**src/ctrl_pkg.sv**
```systemverilog
package ctrl_pkg;

    // Primary opcodes
    typedef enum logic [5:0] {
        OP_RTYPE = 6'b000000,
        OP_J     = 6'b000010,
        OP_JAL   = 6'b000011,
        OP_BEQ   = 6'b000100,
        OP_BNE   = 6'b000101,
        OP_ADDI  = 6'b001000,
        OP_SLTI  = 6'b001010,
        OP_ANDI  = 6'b001100,
        OP_ORI   = 6'b001101,
        OP_LB    = 6'b100000,
        OP_LW    = 6'b100011,
        OP_SW    = 6'b101011
    } opcode_t;

    // Function codes under OP_RTYPE
    typedef enum logic [5:0] {
        FN_JR   = 6'b001000,
        FN_MFHI = 6'b010000,
        FN_MFLO = 6'b010010,
        FN_MULT = 6'b011000,
        FN_DIV  = 6'b011010,
        FN_ADD  = 6'b100000,
        FN_SUB  = 6'b100010,
        FN_AND  = 6'b100100,
        FN_OR   = 6'b100101,
        FN_SLT  = 6'b101010
    } funct_t;

    // Raw IR fields, kept as plain bits so undefined codes can be presented
    typedef struct packed {
        logic [5:0] opcode;
        logic [5:0] funct;
    } instr_fields_t;

    // LW and LB share CLS_LOAD, the width comes from load_byte
    typedef enum logic [4:0] {
        CLS_INVALID, CLS_ADD, CLS_SUB, CLS_AND, CLS_OR, CLS_SLT,
        CLS_MULT, CLS_DIV, CLS_MFHI, CLS_MFLO, CLS_JR,
        CLS_LOAD, CLS_SW, CLS_ADDI, CLS_ANDI, CLS_ORI, CLS_SLTI,
        CLS_BEQ, CLS_BNE, CLS_J, CLS_JAL
    } instr_class_t;

    typedef struct packed {
        instr_class_t cls;
        logic         load_byte;
        logic         invalid;
    } decoded_t;

    typedef enum logic [4:0] {
        PH_IDLE, PH_FETCH_PC, PH_FETCH_IR, PH_DECODE,
        PH_EXEC, PH_CHECK, PH_WRITEBACK,
        PH_MEM_ADDR, PH_MEM_ACCESS, PH_MEM_WAIT, PH_LOAD_FORMAT,
        PH_MD_START, PH_MD_WAIT, PH_MD_WRITE,
        PH_COMPARE, PH_BRANCH, PH_LINK, PH_JUMP, PH_EXCEPTION
    } phase_t;

    typedef enum logic [2:0] {
        ALU_ADD = 3'b001,
        ALU_SUB = 3'b010,
        ALU_AND = 3'b011,
        ALU_OR  = 3'b100,
        ALU_SLT = 3'b101
    } alu_op_t;

    typedef enum logic [1:0] {
        SRC_A_PC  = 2'b00,
        SRC_A_REG = 2'b10
    } src_a_t;

    typedef enum logic [1:0] {
        SRC_B_REG         = 2'b00,
        SRC_B_FOUR        = 2'b01,
        SRC_B_IMM         = 2'b10,
        SRC_B_IMM_SHIFTED = 2'b11
    } src_b_t;

    typedef enum logic [2:0] {
        ADDR_PC      = 3'b000,
        ADDR_ALU_OUT = 3'b100
    } addr_sel_t;

    typedef enum logic [2:0] {
        WB_MDR     = 3'b010,
        WB_ALU_OUT = 3'b011,
        WB_HI      = 3'b100,
        WB_LO      = 3'b101,
        WB_PC      = 3'b110
    } wb_sel_t;

    typedef enum logic [1:0] {
        DST_RT   = 2'b00,
        DST_RD   = 2'b01,
        DST_RA31 = 2'b10
    } reg_dst_t;

    typedef enum logic [2:0] {
        PC_ALU_RESULT    = 3'b000,
        PC_BRANCH_TARGET = 3'b001,
        PC_REG_A         = 3'b010,
        PC_JUMP_TARGET   = 3'b011,
        PC_EXC_VECTOR    = 3'b100
    } pc_src_t;

    typedef enum logic [1:0] {
        CAUSE_OVERFLOW = 2'd0,
        CAUSE_DIV_ZERO = 2'd1,
        CAUSE_INVALID  = 2'd2
    } cause_t;

    typedef enum logic [1:0] {
        LOAD_NONE = 2'b00,
        LOAD_BYTE = 2'b01,
        LOAD_WORD = 2'b10
    } load_ctrl_t;

    typedef struct packed {
        logic       mem_wr;
        logic       ir_wr;
        logic       reg_wr;
        logic       wr_a;
        logic       wr_b;
        logic       alu_out_wr;
        logic       pc_wr;
        logic       epc_wr;
        logic       mult_start;
        logic       div_start;
        logic       lo_wr;
        logic       hi_wr;
        addr_sel_t  iord;
        wb_sel_t    mem_to_reg;
        reg_dst_t   reg_dst;
        src_a_t     alu_src_a;
        src_b_t     alu_src_b;
        alu_op_t    alu_op;
        pc_src_t    pc_source;
        cause_t     cause;
        load_ctrl_t load_ctrl;
    } ctrl_word_t;

    typedef struct packed {
        logic overflow;
        logic zero;
    } alu_flags_t;

    typedef struct packed {
        logic mult_ready;
        logic div_ready;
        logic div_zero;
    } md_status_t;

endpackage
```
**src/multicycle_ctrl.sv**
```systemverilog
module multicycle_ctrl import ctrl_pkg::*; #(
    parameter int unsigned MEM_LATENCY = 1
) (
    input  logic          clk,
    input  logic          reset,
    input  instr_fields_t instr,
    input  alu_flags_t    flags,
    input  md_status_t    md,
    output ctrl_word_t    ctrl
);

    decoded_t     decoded;
    instr_class_t cls;
    phase_t       phase;

    instr_decoder u_decoder (
        .instr   (instr),
        .decoded (decoded)
    );

    step_sequencer #(
        .MEM_LATENCY (MEM_LATENCY)
    ) u_sequencer (
        .clk     (clk),
        .reset   (reset),
        .decoded (decoded),
        .flags   (flags),
        .md      (md),
        .cls     (cls),
        .phase   (phase)
    );

    // Byte select comes from the live IR, which holds until the next fetch
    control_word_gen u_ctrl_gen (
        .cls       (cls),
        .load_byte (decoded.load_byte),
        .phase     (phase),
        .zero      (flags.zero),
        .ctrl      (ctrl)
    );

endmodule

```
**src/control_word_gen.sv**
```systemverilog
module control_word_gen import ctrl_pkg::*; (
    input  instr_class_t cls,
    input  logic         load_byte,
    input  phase_t       phase,
    input  logic         zero,
    output ctrl_word_t   ctrl
);

    alu_op_t  exec_op;
    src_b_t   exec_src_b;
    reg_dst_t exec_dst;
    cause_t   exc_cause;

    // Per-class ALU setup for execute, address and compare steps
    always_comb begin
        exec_op    = ALU_ADD;
        exec_src_b = SRC_B_REG;
        case (cls)
            CLS_SUB, CLS_BEQ, CLS_BNE: exec_op = ALU_SUB;
            CLS_AND, CLS_ANDI:         exec_op = ALU_AND;
            CLS_OR, CLS_ORI:           exec_op = ALU_OR;
            CLS_SLT, CLS_SLTI:         exec_op = ALU_SLT;
            default:                   exec_op = ALU_ADD;
        endcase
        if (cls inside {CLS_ADDI, CLS_ANDI, CLS_ORI, CLS_SLTI, CLS_LOAD, CLS_SW}) begin
            exec_src_b = SRC_B_IMM;
        end
    end

    // R-type results go to rd, immediates and loads to rt
    assign exec_dst = (cls inside {CLS_ADD, CLS_SUB, CLS_AND, CLS_OR, CLS_SLT,
                                   CLS_MFHI, CLS_MFLO}) ? DST_RD : DST_RT;

    always_comb begin
        case (cls)
            CLS_DIV:     exc_cause = CAUSE_DIV_ZERO;
            CLS_INVALID: exc_cause = CAUSE_INVALID;
            default:     exc_cause = CAUSE_OVERFLOW;
        endcase
    end

    always_comb begin
        ctrl = '0;
        case (phase)
            PH_FETCH_PC: begin
                // ALUOut = PC + 4
                ctrl.alu_src_a  = SRC_A_PC;
                ctrl.alu_src_b  = SRC_B_FOUR;
                ctrl.alu_op     = ALU_ADD;
                ctrl.alu_out_wr = 1'b1;
            end
            PH_FETCH_IR: begin
                ctrl.iord      = ADDR_PC;
                ctrl.ir_wr     = 1'b1;
                ctrl.pc_source = PC_ALU_RESULT;
                ctrl.pc_wr     = 1'b1;
            end
            PH_DECODE: begin
                // Register read plus branch target into ALUOut
                ctrl.wr_a       = 1'b1;
                ctrl.wr_b       = 1'b1;
                ctrl.alu_src_a  = SRC_A_PC;
                ctrl.alu_src_b  = SRC_B_IMM_SHIFTED;
                ctrl.alu_op     = ALU_ADD;
                ctrl.alu_out_wr = 1'b1;
            end
            PH_EXEC, PH_MEM_ADDR: begin
                ctrl.alu_src_a  = SRC_A_REG;
                ctrl.alu_src_b  = exec_src_b;
                ctrl.alu_op     = exec_op;
                ctrl.alu_out_wr = 1'b1;
            end
            PH_CHECK, PH_COMPARE: begin
                // Operands stay on the ALU so the flags remain valid
                ctrl.alu_src_a = SRC_A_REG;
                ctrl.alu_src_b = exec_src_b;
                ctrl.alu_op    = exec_op;
            end
            PH_BRANCH: begin
                ctrl.alu_src_a = SRC_A_REG;
                ctrl.alu_src_b = exec_src_b;
                ctrl.alu_op    = exec_op;
                ctrl.pc_source = PC_BRANCH_TARGET;
                ctrl.pc_wr     = (cls == CLS_BEQ) ? zero : !zero;
            end
            PH_MEM_ACCESS: begin
                ctrl.iord   = ADDR_ALU_OUT;
                ctrl.mem_wr = (cls == CLS_SW);
            end
            PH_MEM_WAIT: ctrl.iord = ADDR_ALU_OUT;
            PH_LOAD_FORMAT: ctrl.load_ctrl = load_byte ? LOAD_BYTE : LOAD_WORD;
            PH_WRITEBACK: begin
                ctrl.reg_wr  = 1'b1;
                ctrl.reg_dst = exec_dst;
                case (cls)
                    CLS_LOAD: ctrl.mem_to_reg = WB_MDR;
                    CLS_MFHI: ctrl.mem_to_reg = WB_HI;
                    CLS_MFLO: ctrl.mem_to_reg = WB_LO;
                    default:  ctrl.mem_to_reg = WB_ALU_OUT;
                endcase
            end
            PH_MD_START: begin
                ctrl.mult_start = (cls == CLS_MULT);
                ctrl.div_start  = (cls == CLS_DIV);
            end
            PH_MD_WRITE: begin
                ctrl.lo_wr = 1'b1;
                ctrl.hi_wr = 1'b1;
            end
            PH_LINK: begin
                // Return address into r31
                ctrl.reg_wr     = 1'b1;
                ctrl.reg_dst    = DST_RA31;
                ctrl.mem_to_reg = WB_PC;
            end
            PH_JUMP: begin
                ctrl.pc_source = (cls == CLS_JR) ? PC_REG_A : PC_JUMP_TARGET;
                ctrl.pc_wr     = 1'b1;
            end
            PH_EXCEPTION: begin
                ctrl.epc_wr    = 1'b1;
                ctrl.pc_source = PC_EXC_VECTOR;
                ctrl.pc_wr     = 1'b1;
                ctrl.cause     = exc_cause;
            end
            default: ctrl = '0;
        endcase
    end

    always_comb begin
        assert final (!(ctrl.mem_wr && ctrl.reg_wr))
            else $error("memory write and register write in the same step");
        assert final (!ctrl.ir_wr || phase == PH_FETCH_IR)
            else $error("IR write outside fetch in phase %s", phase.name());
    end

endmodule

```
**src/step_sequencer.sv**
```systemverilog
module step_sequencer import ctrl_pkg::*; #(
    parameter int unsigned MEM_LATENCY = 1
) (
    input  logic         clk,
    input  logic         reset,
    input  decoded_t     decoded,
    input  alu_flags_t   flags,
    input  md_status_t   md,
    output instr_class_t cls,
    output phase_t       phase
);

    localparam logic [2:0] LAST_WAIT = (MEM_LATENCY == 0) ? 3'd0 : 3'(MEM_LATENCY - 1);

    logic [2:0] wait_cnt;
    logic       overflow_trap;
    logic       md_ready;

    // Only the signed adds trap on overflow
    assign overflow_trap = flags.overflow && (cls inside {CLS_ADD, CLS_SUB, CLS_ADDI});
    assign md_ready      = (cls == CLS_MULT) ? md.mult_ready : md.div_ready;

    always_ff @(posedge clk or posedge reset) begin
        if (reset) begin
            phase    <= PH_IDLE;
            cls      <= CLS_INVALID;
            wait_cnt <= 3'd0;
        end else begin
            case (phase)
                PH_IDLE:     phase <= PH_FETCH_PC;
                PH_FETCH_PC: phase <= PH_FETCH_IR;
                PH_FETCH_IR: phase <= PH_DECODE;
                PH_DECODE: begin
                    // Class is held from here to the end of the instruction
                    cls <= decoded.cls;
                    if (decoded.invalid) begin
                        phase <= PH_EXCEPTION;
                    end else begin
                        case (decoded.cls)
                            CLS_ADD, CLS_SUB, CLS_AND, CLS_OR, CLS_SLT,
                            CLS_ADDI, CLS_ANDI, CLS_ORI, CLS_SLTI:
                                phase <= PH_EXEC;
                            CLS_MFHI, CLS_MFLO:
                                phase <= PH_WRITEBACK;
                            CLS_J, CLS_JR:
                                phase <= PH_JUMP;
                            CLS_JAL:
                                phase <= PH_LINK;
                            CLS_BEQ, CLS_BNE:
                                phase <= PH_COMPARE;
                            CLS_LOAD, CLS_SW:
                                phase <= PH_MEM_ADDR;
                            CLS_MULT, CLS_DIV:
                                phase <= PH_MD_START;
                            default:
                                phase <= PH_EXCEPTION;
                        endcase
                    end
                end
                PH_EXEC: phase <= PH_CHECK;
                PH_CHECK: begin
                    if (overflow_trap) begin
                        phase <= PH_EXCEPTION;
                    end else begin
                        phase <= PH_WRITEBACK;
                    end
                end
                PH_MEM_ADDR: phase <= PH_MEM_ACCESS;
                PH_MEM_ACCESS: begin
                    wait_cnt <= 3'd0;
                    if (cls == CLS_SW) begin
                        phase <= PH_FETCH_PC;
                    end else if (MEM_LATENCY == 0) begin
                        phase <= PH_LOAD_FORMAT;
                    end else begin
                        phase <= PH_MEM_WAIT;
                    end
                end
                PH_MEM_WAIT: begin
                    if (wait_cnt == LAST_WAIT) begin
                        phase <= PH_LOAD_FORMAT;
                    end else begin
                        wait_cnt <= wait_cnt + 3'd1;
                    end
                end
                PH_LOAD_FORMAT: phase <= PH_WRITEBACK;
                PH_MD_START:    phase <= PH_MD_WAIT;
                PH_MD_WAIT: begin
                    // Hold until the unit reports ready
                    if (md_ready) begin
                        if (cls == CLS_DIV && md.div_zero) begin
                            phase <= PH_EXCEPTION;
                        end else begin
                            phase <= PH_MD_WRITE;
                        end
                    end
                end
                PH_COMPARE: phase <= PH_BRANCH;
                PH_LINK:    phase <= PH_JUMP;
                PH_WRITEBACK, PH_MD_WRITE, PH_BRANCH, PH_JUMP, PH_EXCEPTION:
                    phase <= PH_FETCH_PC;
                default:    phase <= PH_IDLE;
            endcase
        end
    end

    md_wait_class_chk: assert property (@(posedge clk) disable iff (reset)
        phase == PH_MD_WAIT |-> cls inside {CLS_MULT, CLS_DIV})
        else $error("mult/div wait with class %s", cls.name());

    exc_exit_chk: assert property (@(posedge clk) disable iff (reset)
        phase == PH_EXCEPTION |=> phase == PH_FETCH_PC)
        else $error("exception not followed by fetch");

endmodule

```
**src/instr_decoder.sv**
```systemverilog
module instr_decoder import ctrl_pkg::*; (
    input  instr_fields_t instr,
    output decoded_t      decoded
);

    instr_class_t cls;

    always_comb begin
        cls = CLS_INVALID;
        case (instr.opcode)
            OP_RTYPE: begin
                case (instr.funct)
                    FN_ADD:  cls = CLS_ADD;
                    FN_SUB:  cls = CLS_SUB;
                    FN_AND:  cls = CLS_AND;
                    FN_OR:   cls = CLS_OR;
                    FN_SLT:  cls = CLS_SLT;
                    FN_MULT: cls = CLS_MULT;
                    FN_DIV:  cls = CLS_DIV;
                    FN_MFHI: cls = CLS_MFHI;
                    FN_MFLO: cls = CLS_MFLO;
                    FN_JR:   cls = CLS_JR;
                    default: cls = CLS_INVALID;
                endcase
            end
            OP_LW:   cls = CLS_LOAD;
            OP_LB:   cls = CLS_LOAD;
            OP_SW:   cls = CLS_SW;
            OP_ADDI: cls = CLS_ADDI;
            OP_ANDI: cls = CLS_ANDI;
            OP_ORI:  cls = CLS_ORI;
            OP_SLTI: cls = CLS_SLTI;
            OP_BEQ:  cls = CLS_BEQ;
            OP_BNE:  cls = CLS_BNE;
            OP_J:    cls = CLS_J;
            OP_JAL:  cls = CLS_JAL;
            default: cls = CLS_INVALID;
        endcase
    end

    assign decoded.cls       = cls;
    assign decoded.load_byte = (instr.opcode == OP_LB);
    assign decoded.invalid   = (cls == CLS_INVALID);

endmodule

```
**config.mk**
```make
export PLATFORM = sky130hd
export DESIGN_NAME = multicycle_ctrl
export DESIGN_NICKNAME = d
export VERILOG_FILES = /design/src/ctrl_pkg.sv /design/src/multicycle_ctrl.sv /design/src/control_word_gen.sv /design/src/step_sequencer.sv /design/src/instr_decoder.sv
export SDC_FILE = /design/constraint.sdc
export NUM_CORES = 1
export LEC_CHECK = 0
export BUFFER_PORTS_ARGS = -buffer_cell sky130_fd_sc_hd__buf_4
export CORE_ASPECT_RATIO = 1.1
export CORE_MARGIN = 2
export CORE_UTILIZATION = 45
export DETAILED_ROUTE_END_ITERATION = 16
export GPL_TIMING_DRIVEN = 0
export HOLD_SLACK_MARGIN = 0.15
export PLACE_DENSITY = 0.69
export SETUP_SLACK_MARGIN = 0.4
export SLEW_MARGIN = 0
export SYNTH_ARGS = -nofsm -noshare
export SYNTH_HDL_FRONTEND = slang
export SYNTH_SLANG_ARGS = --single-unit
```
**constraint.sdc**
```tcl
create_clock -name clk -period 3.3 [get_ports clk]
set_input_delay 0.33 -clock clk [delete_from_list [all_inputs] [get_ports clk]]
set_output_delay 0.33 -clock clk [all_outputs]
set_load 0.1 [all_outputs]
```
---- Word-level counts from Yosys, hierarchy flattened ----
Memory sizes are Yosys's and may differ from the RTL's.
Cells that the tools add are included.
cells by class
  add/sub/neg operators ................... 1
  equality and inequality tests ........... 59
  muxes and demuxes ....................... 34
  reduce and logical (&&, ||, !) cells .... 21
operator list
  cell                                           count
  == test 5 x 4 -> 1 bit, second input constant  16
  one-hot mux 5 bit (14 select lines)            1
  one-hot mux 5 bit (11 select lines)            1
  == test 6 bit, second input constant           8
  == test 5 x 3 -> 1 bit, second input constant  8
  one-hot mux 4 bit (10 select lines)            1
  == test 6 x 4 -> 1 bit, second input constant  5
  == test 5 bit, second input constant           5
  two-way mux 5 bit                              5
  == test 6 x 5 -> 1 bit, second input constant  4
  one-hot mux 7 bit (3 select lines)             1
  == test 5 x 2 -> 1 bit, second input constant  4
  one-hot mux 3 bit (3 select lines)             2
  zero test 5 bit                                3
  two-way mux 2 bit                              7
  == test 6 x 2 -> 1 bit, second input constant  2
  == test 6 x 3 -> 1 bit, second input constant  2
  == test 5 x 1 -> 1 bit, second input constant  2
  one-hot mux 5 bit (2 select lines)             1
  two-way mux 1 bit                              9
  nonzero test 7 bit                             1
  zero test 6 bit                                1
  two-way mux 3 bit                              2
  one-hot mux 3 bit (2 select lines)             1
  18 further kinds                               23
storage, ports and cells
  bits in registers ....................... 13
  memory bits (read-only) ................. 256
  input bits .............................. 19
  output and inout bits ................... 34
  logic and storage cells ................. 120
  memories kept ........................... 2
memory list
  memory            depth  width  rd ports  clocked after memory_dff  write ports  line                    source
  (name not given)  32     5      1         0                         0            step_sequencer.sv:39    case (decoded.cls)
  (name not given)  32     3      1         0                         0            control_word_gen.sv:18  case (cls)

---- Depth between registers and ports, before layout ----
Gate-level depths: netlist of run 1.
  word-level depth ........................ 6
  depth in mapped cells ................... 11
  depth with buffers taken out ............ 10

---- Cells and area by module ----
From an unflattened synthesis of run 1, not the netlist that was laid out.
second synthesis, totals
  cell total of the unflattened synthesis .. 305
  area total of the unflattened synthesis .. 2279.7 um^2
by module, submodules not included
  module            instances  cells each  area each (um^2)  seq. area each (um^2)
  step_sequencer    1          138         1179.9            325.3
  control_word_gen  1          104         638.1             0.0
  instr_decoder     1          63          461.7             0.0

---- Worst setup path before layout of run 1 ----
Ideal clock, no wire load.
  path kind ............................... reg-to-output
  start point ............................. register u_sequencer.phase[1]
  end point ............................... output port ctrl[14] (netlist bit)
  arrival time ............................ 5.940 ns
  data required time ...................... 2.970 ns
  slack ................................... -2.970 ns
  cell stages (with the launch flop) ...... 7
  path buffers ............................ 2
  cell sequence ........................... dfrtp_1 clkbuf_1 clkbuf_1 nand2_1 nor2_1 nand2_1 a2111oi_0
RTL lines
  item                      line                  source
  start: declaration        step_sequencer.sv:10  output phase_t phase
  start signal: assignment  step_sequencer.sv:25  phase <= PH_IDLE;
  start signal: assignment  step_sequencer.sv:30  PH_IDLE: phase <= PH_FETCH_PC;
  start signal: assignment  step_sequencer.sv:31  PH_FETCH_PC: phase <= PH_FETCH_IR;
  end: declaration          multicycle_ctrl.sv:9  output ctrl_word_t ctrl

==> results_dict.tcl, run 1 <==
set metrics [dict create \
    r2r_cells 8 \
    path_class "reg2out" \
    yosys.area_share.simple 0.349 \
    synth.top_cell.area_share 0.152 \
    ant_nets 0 \
    outcome "finished clean" \
    yosys.area.top_type "dfrtp_1" \
    synth_edf_count 0 \
    synth_xor_xnor_area_share 0.0163 \
    cp-startpoint "u_sequencer.phase[0]$_DFFE_PP0P_" \
    grt-ovfl-total 0 \
    critPathSlowestCell "buf_1" \
    drt_iter0_drc 215 \
    die_w_um 69.8 \
    hpwl_mm 4.72 \
    grt_pass1_wl_mm 10.3 \
    finalCriticalPeriod_ps 2780 \
    portBuffers 48 \
    drtPass1Iterations 4 \
    worstPathCellList "buf_1, clkinv_2, nand2_2, o211ai_1, buf_4, o21bai_4, buf_4" \
    critPathRequiredTime_ps 2970 \
    synth_common_cells "33 x nand2_1, 30 x nor2_1, 26 x a21oi_1" \
    finalWirelength_mm 5.99 \
    pin_count 53 \
    finalSetupViolCount 0 \
    synth_adder_area_share 0.0817 \
    rows 26 \
    clk-insertion-delay-late_ps 240 \
    drc 0 \
    fin_tns_setup_ps 0 \
    grtUsageTotal 0.225 \
    end_kind "output pin" \
    finalPower_uw 1890 \
    die_area_um2 5330 \
    fin_crit_sh 0.843 \
    ys_types 63 \
    clock-sinks 13 \
    htree_levels 1 \
    via_count 2429 \
    start_util 0.464 \
    seq_area_frac_synth 0.152 \
    area_delta_synth_final_pct 28.1 \
    gp_congestion 0.904 \
    r2r_slack_ps 700 \
    die_y_um 76.4 \
    grt_antenna_before_repair 0 \
    wl_per_cell_um 14.2 \
    clock_path_buffers 2 \
    min_path_type "reg2reg" \
    path_clk_slew_ps 50 \
    yosysMostFrequentCell "nand2_1" \
    core_um2 4620 \
    worst_slew_pin_slew_ps 588 \
    grt_pass1_vias 2255 \
    rsz0062_at_grt "no" \
    crit_arrival_ps 2450 \
    ys_ff_latch 13 \
    crit_path_frequent_cell "buf_4" \
    max_freq_mhz 360 \
    grt_max_degree 14 \
    netlist_area_um2 2140 \
    cts-root-buf "clkbuf_8" \
    cts_tree "done" \
    diodes 0 \
    async_flop_share 1.00 \
    synth_area_leaders "dfrtp_1 15%, ha_1 8.2%, a21oi_1 6.1%" \
    power_leakage_uw 0.00118 \
    syn_avg_cell_area_um2 6.96 \
    worst-path-max-fanout 10 \
    start_kind "flip-flop" \
    synth_compound_area_frac 0.290 \
    synth.area.mux_share 0.0193 \
    r2r-start "u_sequencer.cls[0]$_DFFE_PP0P_" \
    ys.flop_type "dfrtp_1" \
    fin_skew_ps 0.773 \
    r2r_end "u_sequencer.phase[2]$_DFFE_PP0P_" \
    drive_gt1_frac 0.266 \
    vias_per_cell 5.77 \
    endpoint "ctrl[7]" \
    slowest_delay_ps 420 \
    postSynthCellCount 308 \
    report.final.slew_viol_count 0 \
    yosysWarnings 0 \
    peakVddDrop_mv 0.279 \
    final.fill_count 453 \
    power_density_nw_per_um2 688 \
    max_slew_margin 0.608 \
    hold_viol 0 \
    synth_top_family_by_area "simple AND/OR/NAND/NOR gates" \
    cts_buffers 3 \
    num-nets-final 399 \
    maxCapViolCount 0 \
]
## logic make-up after synthesis
kind of cell / count (synthesis)
AO/OA/AOI/OAI: 94
buffers and inverters: 43
other: 1
adder cells (fa/ha/maj): 14
AND/OR/NAND/NOR: 135
XOR/XNOR: 4
flip-flops: 13
multiplexers: 4
## metrics by stage
stage | instance area, um2 | util | setup WS [ps] | instances | hold WS [ps]
2_1_floorplan | 2240 | - | -343 | 310 | 207
3_3_place_gp | 2670 | 0.578 | 461 | 414 | 377
3_5_place_dp | 2670 | 0.578 | 426 | 414 | 380
4_1_cts | 2730 | 0.591 | 405 | 419 | 533
5_1_grt | 2750 | 0.595 | 399 | 421 | 576
6_report | 2750 | 0.595 | 518 | 421 | 522
## power breakdown
group	switching [uW]	internal, uW	leakage (uW)
Clock	53.8	85.1	0.0000228
Sequential	32.4	204	0.000171
Combinational	1120	397	0.000985
Total	1200	686	0.00118
## registers in the layout, summed over array words and instances (netlist names)
| register | cells |
|---|---|
| u_sequencer.cls | 5 |
| u_sequencer.phase | 5 |
| u_sequencer.wait_cnt | 3 |
## area by class of cell
type	count	area (um2)	share of cell area
multi-input combinational	254	1720	0.626
timing repair buffer	51	385	0.140
sequential	13	325	0.118
buffer	25	129	0.0469
inverter	18	72.6	0.0264
tap	56	70.1	0.0255
clock buffer	4	45.0	0.0164
## cells in the final DEF, fill, tap and decap left out, types with 7 or more instances in the layout
cell	n
ha_1	14
clkbuf_1	12
dfrtp_1	13
inv_1	16
nor2_1	27
o21ai_0	20
nand2_1	30
nand3_1	12
nor2b_1	10
a211oi_1	7
a21oi_1	24
buf_4	55
## worst min path at each step
stage / startpoint / end / slack [ps] / cells past startpoint
CTS: u_sequencer.wait_cnt[0]$_DFFE_PP0P_ / u_sequencer.wait_cnt[0]$_DFFE_PP0P_ / 530 / 1
global route: u_sequencer.wait_cnt[0]$_DFFE_PP0P_ / u_sequencer.wait_cnt[0]$_DFFE_PP0P_ / 580 / 1
finish: u_sequencer.wait_cnt[0]$_DFFE_PP0P_ / u_sequencer.wait_cnt[0]$_DFFE_PP0P_ / 520 / 1
floorplan: reset / u_sequencer.cls[0]$_DFFE_PP0P_ / 210 / 1
detailed placement: reset / u_sequencer.cls[0]$_DFFE_PP0P_ / 380 / 2
global placement: reset / u_sequencer.cls[0]$_DFFE_PP0P_ / 380 / 2
## per-layer routing
metal / wire length, um / global-route usage / vias up
li1: - / - / 1223
met1: 2560 / 0.274 / 1108
met2: 3050 / 0.422 / 86
met3: 256 / 0.00661 / 12
met4: 125 / 0.0731 / 0
met5: 0 / 0 / -
## timing repair
item / 4_1_cts / 5_1_grt
endpoints found under the hold margin: 13 / 0
endpoints found under the setup margin: 5 / 2
hold buffers: 1 / 0
buffers inserted: 0 / 2
cloned: 0 / 0
pin swaps: 0 / 1
resized for setup: 2 / 2
## worst max-delay path: cells and delay by family (launching register included)
kind	cells	cell delay, ps
AOI/OAI and AO/OA	2	350
DFF	1	380
buffers and inverters	4	1230
and+or+nand+nor	1	250
No activity file was read; power rests on OpenSTA's default activity.
==> run 2: changes to the inputs <==
--- a/config.mk
+++ b/config.mk
@@ -5,6 +5,7 @@
 export SDC_FILE = /design/constraint.sdc
 export NUM_CORES = 1
 export LEC_CHECK = 0
+export ABC_AREA = 1
 export BUFFER_PORTS_ARGS = -buffer_cell sky130_fd_sc_hd__buf_4
 export CORE_ASPECT_RATIO = 1.1
 export CORE_MARGIN = 2
@@ -12,7 +13,7 @@
 export DETAILED_ROUTE_END_ITERATION = 16
 export GPL_TIMING_DRIVEN = 0
 export HOLD_SLACK_MARGIN = 0.15
-export PLACE_DENSITY = 0.69
+export PLACE_DENSITY = 0.7
 export SETUP_SLACK_MARGIN = 0.4
 export SLEW_MARGIN = 0
 export SYNTH_ARGS = -nofsm -noshare
==> constraint.sdc (replaced) <==
create_clock -name clk -period 2.7 [get_ports clk]
set_input_delay 0.27 -clock clk [delete_from_list [all_inputs] [get_ports clk]]
set_output_delay 0.27 -clock clk [all_outputs]
set_load 0.1 [all_outputs]
==> run 2 against run 1 <==
Net effect:
- global-route usage is 0.85 points lower
- largest power group unchanged
- worst setup slack worse by 94 ps
- sequential power is 58% higher
- clock power is 24% higher
- first-iteration DRC count is 6.5% lower
- via count is 4.6% lower
- non-clock buffer count is 20 lower
- combinational power is 52% higher
- final area is 1.4% lower
- count of clock-buffer cells in the layout stayed put
- cell count is 9.0% higher
- largest cell class unchanged
- synthesized cell count is 13% higher
==> results_dict.tcl, run 2 <==
set metrics [dict create \
    max_freq_mhz 440 \
    layout_common_cells "72 x nand2_1, 52 x buf_4, 47 x inv_1, 36 x nor2_1, 35 x nand3_1" \
    critPathSlowestCell "dfrtp_2" \
    rows 25 \
    start_util 0.470 \
    worst-path-max-fanout 7 \
    postSynthCellCount 348 \
    hold_viol 0 \
    power_leakage_uw 0.00145 \
    portBuffers 49 \
    yosysMostFrequentCell "nand2_1" \
    path_depth 8 \
    report.final.slew_viol_count 0 \
    syn_avg_cell_area_um2 5.87 \
    grt_max_degree 14 \
    dpl.cell_count 453 \
    diodes 0 \
    vias_per_cell 5.05 \
    start_kind "flip-flop" \
    critPathRequiredTime_ps 2430 \
    seq_area_frac_synth 0.159 \
    via_count 2318 \
    end_kind "output pin" \
    wl_per_cell_um 11.4 \
    crit_arrival_ps 2010 \
    cts_buffers 3 \
    fin_crit_sh 0.843 \
    synth.top_cell.area_share 0.159 \
    design_area_um2 2710 \
    grtUsageTotal 0.217 \
    die_w_um 68.2 \
    ant_nets 0 \
    netlist_area_um2 2040 \
    path_clk_slew_ps 50 \
    synth_common_cells "77 x nand2_1, 52 x inv_1, 48 x nor2_1" \
    drt_iter0_drc 201 \
    num-nets-final 439 \
    whs_path_depth 3 \
    gp_congestion 0.842 \
    slowest_delay_ps 470 \
    die_y_um 74.7 \
    clock-sinks 13 \
    ys_ff_latch 13 \
    yosys.area.top_type "dfrtp_1" \
    outcome "finished clean" \
    pin_count 53 \
    final.fill_count 425 \
    peakVddDrop_mv 0.635 \
    async_flop_share 1.00 \
    min_path_type "in2reg" \
    rsz0062_at_grt "yes" \
    ys.flop_type "dfrtp_1" \
    area_delta_synth_final_pct 32.6 \
    cts-root-buf "clkbuf_8" \
    cts_tree "done" \
    finalSetupViolCount 0 \
    grt_antenna_before_repair 0 \
    fin_skew_ps 1.06 \
    path_class "reg2out" \
    grt_pass1_wl_mm 8.71 \
    clock_path_buffers 2 \
    core_um2 4350 \
    worstPathCellList "nor2_2, inv_2, nor2_2, nand2_1, nand4_1, inv_2, o31ai_4, buf_12" \
    drc 0 \
    whs_ps 355 \
    hpwl_mm 4.45 \
    drtPass1Iterations 7 \
    clk-insertion-delay-late_ps 240 \
    finalCriticalPeriod_ps 2280 \
    final_common_cell "nand2_1" \
    maxCapViolCount 0 \
    yosysWarnings 0 \
    finalWirelength_mm 5.23 \
    synth_edf_count 0 \
    grt-ovfl-total 0 \
    fin_tns_setup_ps 0 \
    cp_top_family "simple AND/OR/NAND/NOR gates" \
    cp.buffers_inverters 3 \
    largestRegisters "u_sequencer.cls (5), u_sequencer.phase (5), u_sequencer.wait_cnt (3)" \
    final_cells 459 \
    synth_area_leaders "dfrtp_1 16%, nand2_1 14%, inv_1 9.6%" \
    die_area_um2 5100 \
    power_density_nw_per_um2 1050 \
    htree_levels 1 \
    ys_types 32 \
    r2r_cells 12 \
    dpl_cell_area_um2 2610 \
    grt_pass1_vias 2158 \
    drive_gt1_frac 0.333 \
]
run 2: cell count changes in the layout (fill, tap and decap cells not counted), moves of 10 or more:
cell / before / now
a21oi_1: 24 / 11
clkbuf_1: 12 / 1
inv_1: 16 / 47
inv_2: 0 / 17
nand2_1: 30 / 72
nand3_1: 12 / 35
nor2_2: 3 / 19
nor2b_1: 10 / 0
run 2: layout make-up:
cell class | instances | area (um2) | share of cell area
Buffer | 5 | 41.3 | 0.0152
Clock buffer | 4 | 45.0 | 0.0166
Inverter | 65 | 246 | 0.0910
Multi-Input combinational cell | 267 | 1580 | 0.582
Sequential cell | 13 | 329 | 0.121
Tap cell | 54 | 67.6 | 0.0249
Timing Repair Buffer | 51 | 402 | 0.148
run 2: layer usage:
metal	vias up	track usage	wire [um]
li1	1229	-	-
met1	1014	0.248	2130
met2	67	0.422	2780
met3	8	0.00897	239
met4	0	0.0756	82
met5	-	0	0
run 2: cells by family after synthesis:
| group | share of synthesized area |
|---|---|
| AO/OA/AOI/OAI | 0.131 |
| AND/OR/NAND/NOR | 0.484 |
| buffers and inverters | 0.138 |
| adder cells (fa/ha/maj) | 0.0857 |
| other | 0.00184 |
| flip-flops | 0.159 |
run 2: final timing paths:
path                            slack [ps]                                   to                                start
worst max-delay path                   420                              ctrl[7]     u_sequencer.phase[4]$_DFFE_PP0P_
worst min-delay path                   360     u_sequencer.phase[4]$_DFFE_PP0P_                             flags[1]
worst max register to register         890     u_sequencer.phase[0]$_DFFE_PP0P_     u_sequencer.phase[4]$_DFFE_PP0P_
worst min register to register         520  u_sequencer.wait_cnt[0]$_DFFE_PP0P_  u_sequencer.wait_cnt[0]$_DFFE_PP0P_
max in group asynchronous             1700       u_sequencer.cls[1]$_DFFE_PP0P_                                reset
min in group asynchronous              640  u_sequencer.wait_cnt[1]$_DFFE_PP0P_                                reset
run 2: what timing repair did:
item                                   CTS  global route
hold buffers                             1             0
setup endpoints to repair                2             6
pin swaps                                0             1
gates resized for setup                  4            10
buffers inserted                         0             1
endpoints found under the hold margin   13             0
run 2: where the power goes:
part	switching [uW]	internal (uW)	total [uW]
Combinational	1740	566	2300
Clock	68.6	104	173
Sequential	106	267	373
run 2: through the flow:
step | power (uW) | utilization | setup WS [ps]
6_report | 2850 | 0.623 | 425
5_1_grt | 3020 | 0.623 | 362
4_1_cts | 2790 | 0.614 | 426
3_5_place_dp | 2590 | 0.599 | 588
3_3_place_gp | 2570 | 0.599 | 598
2_1_floorplan | 2160 | - | -347
run 2: worst reg2reg max path: stages, from the launching register on:
cell and delay, ps:
dfrtp_2 470, nor2_2 140, inv_2 90, nor2_4 150
inv_4 70, nor2_8 190, inv_2 110, nor2_1 160
a31o_1 180, nand2_1 60, nand2_1 50, nand2_1 40
nand2_1 50
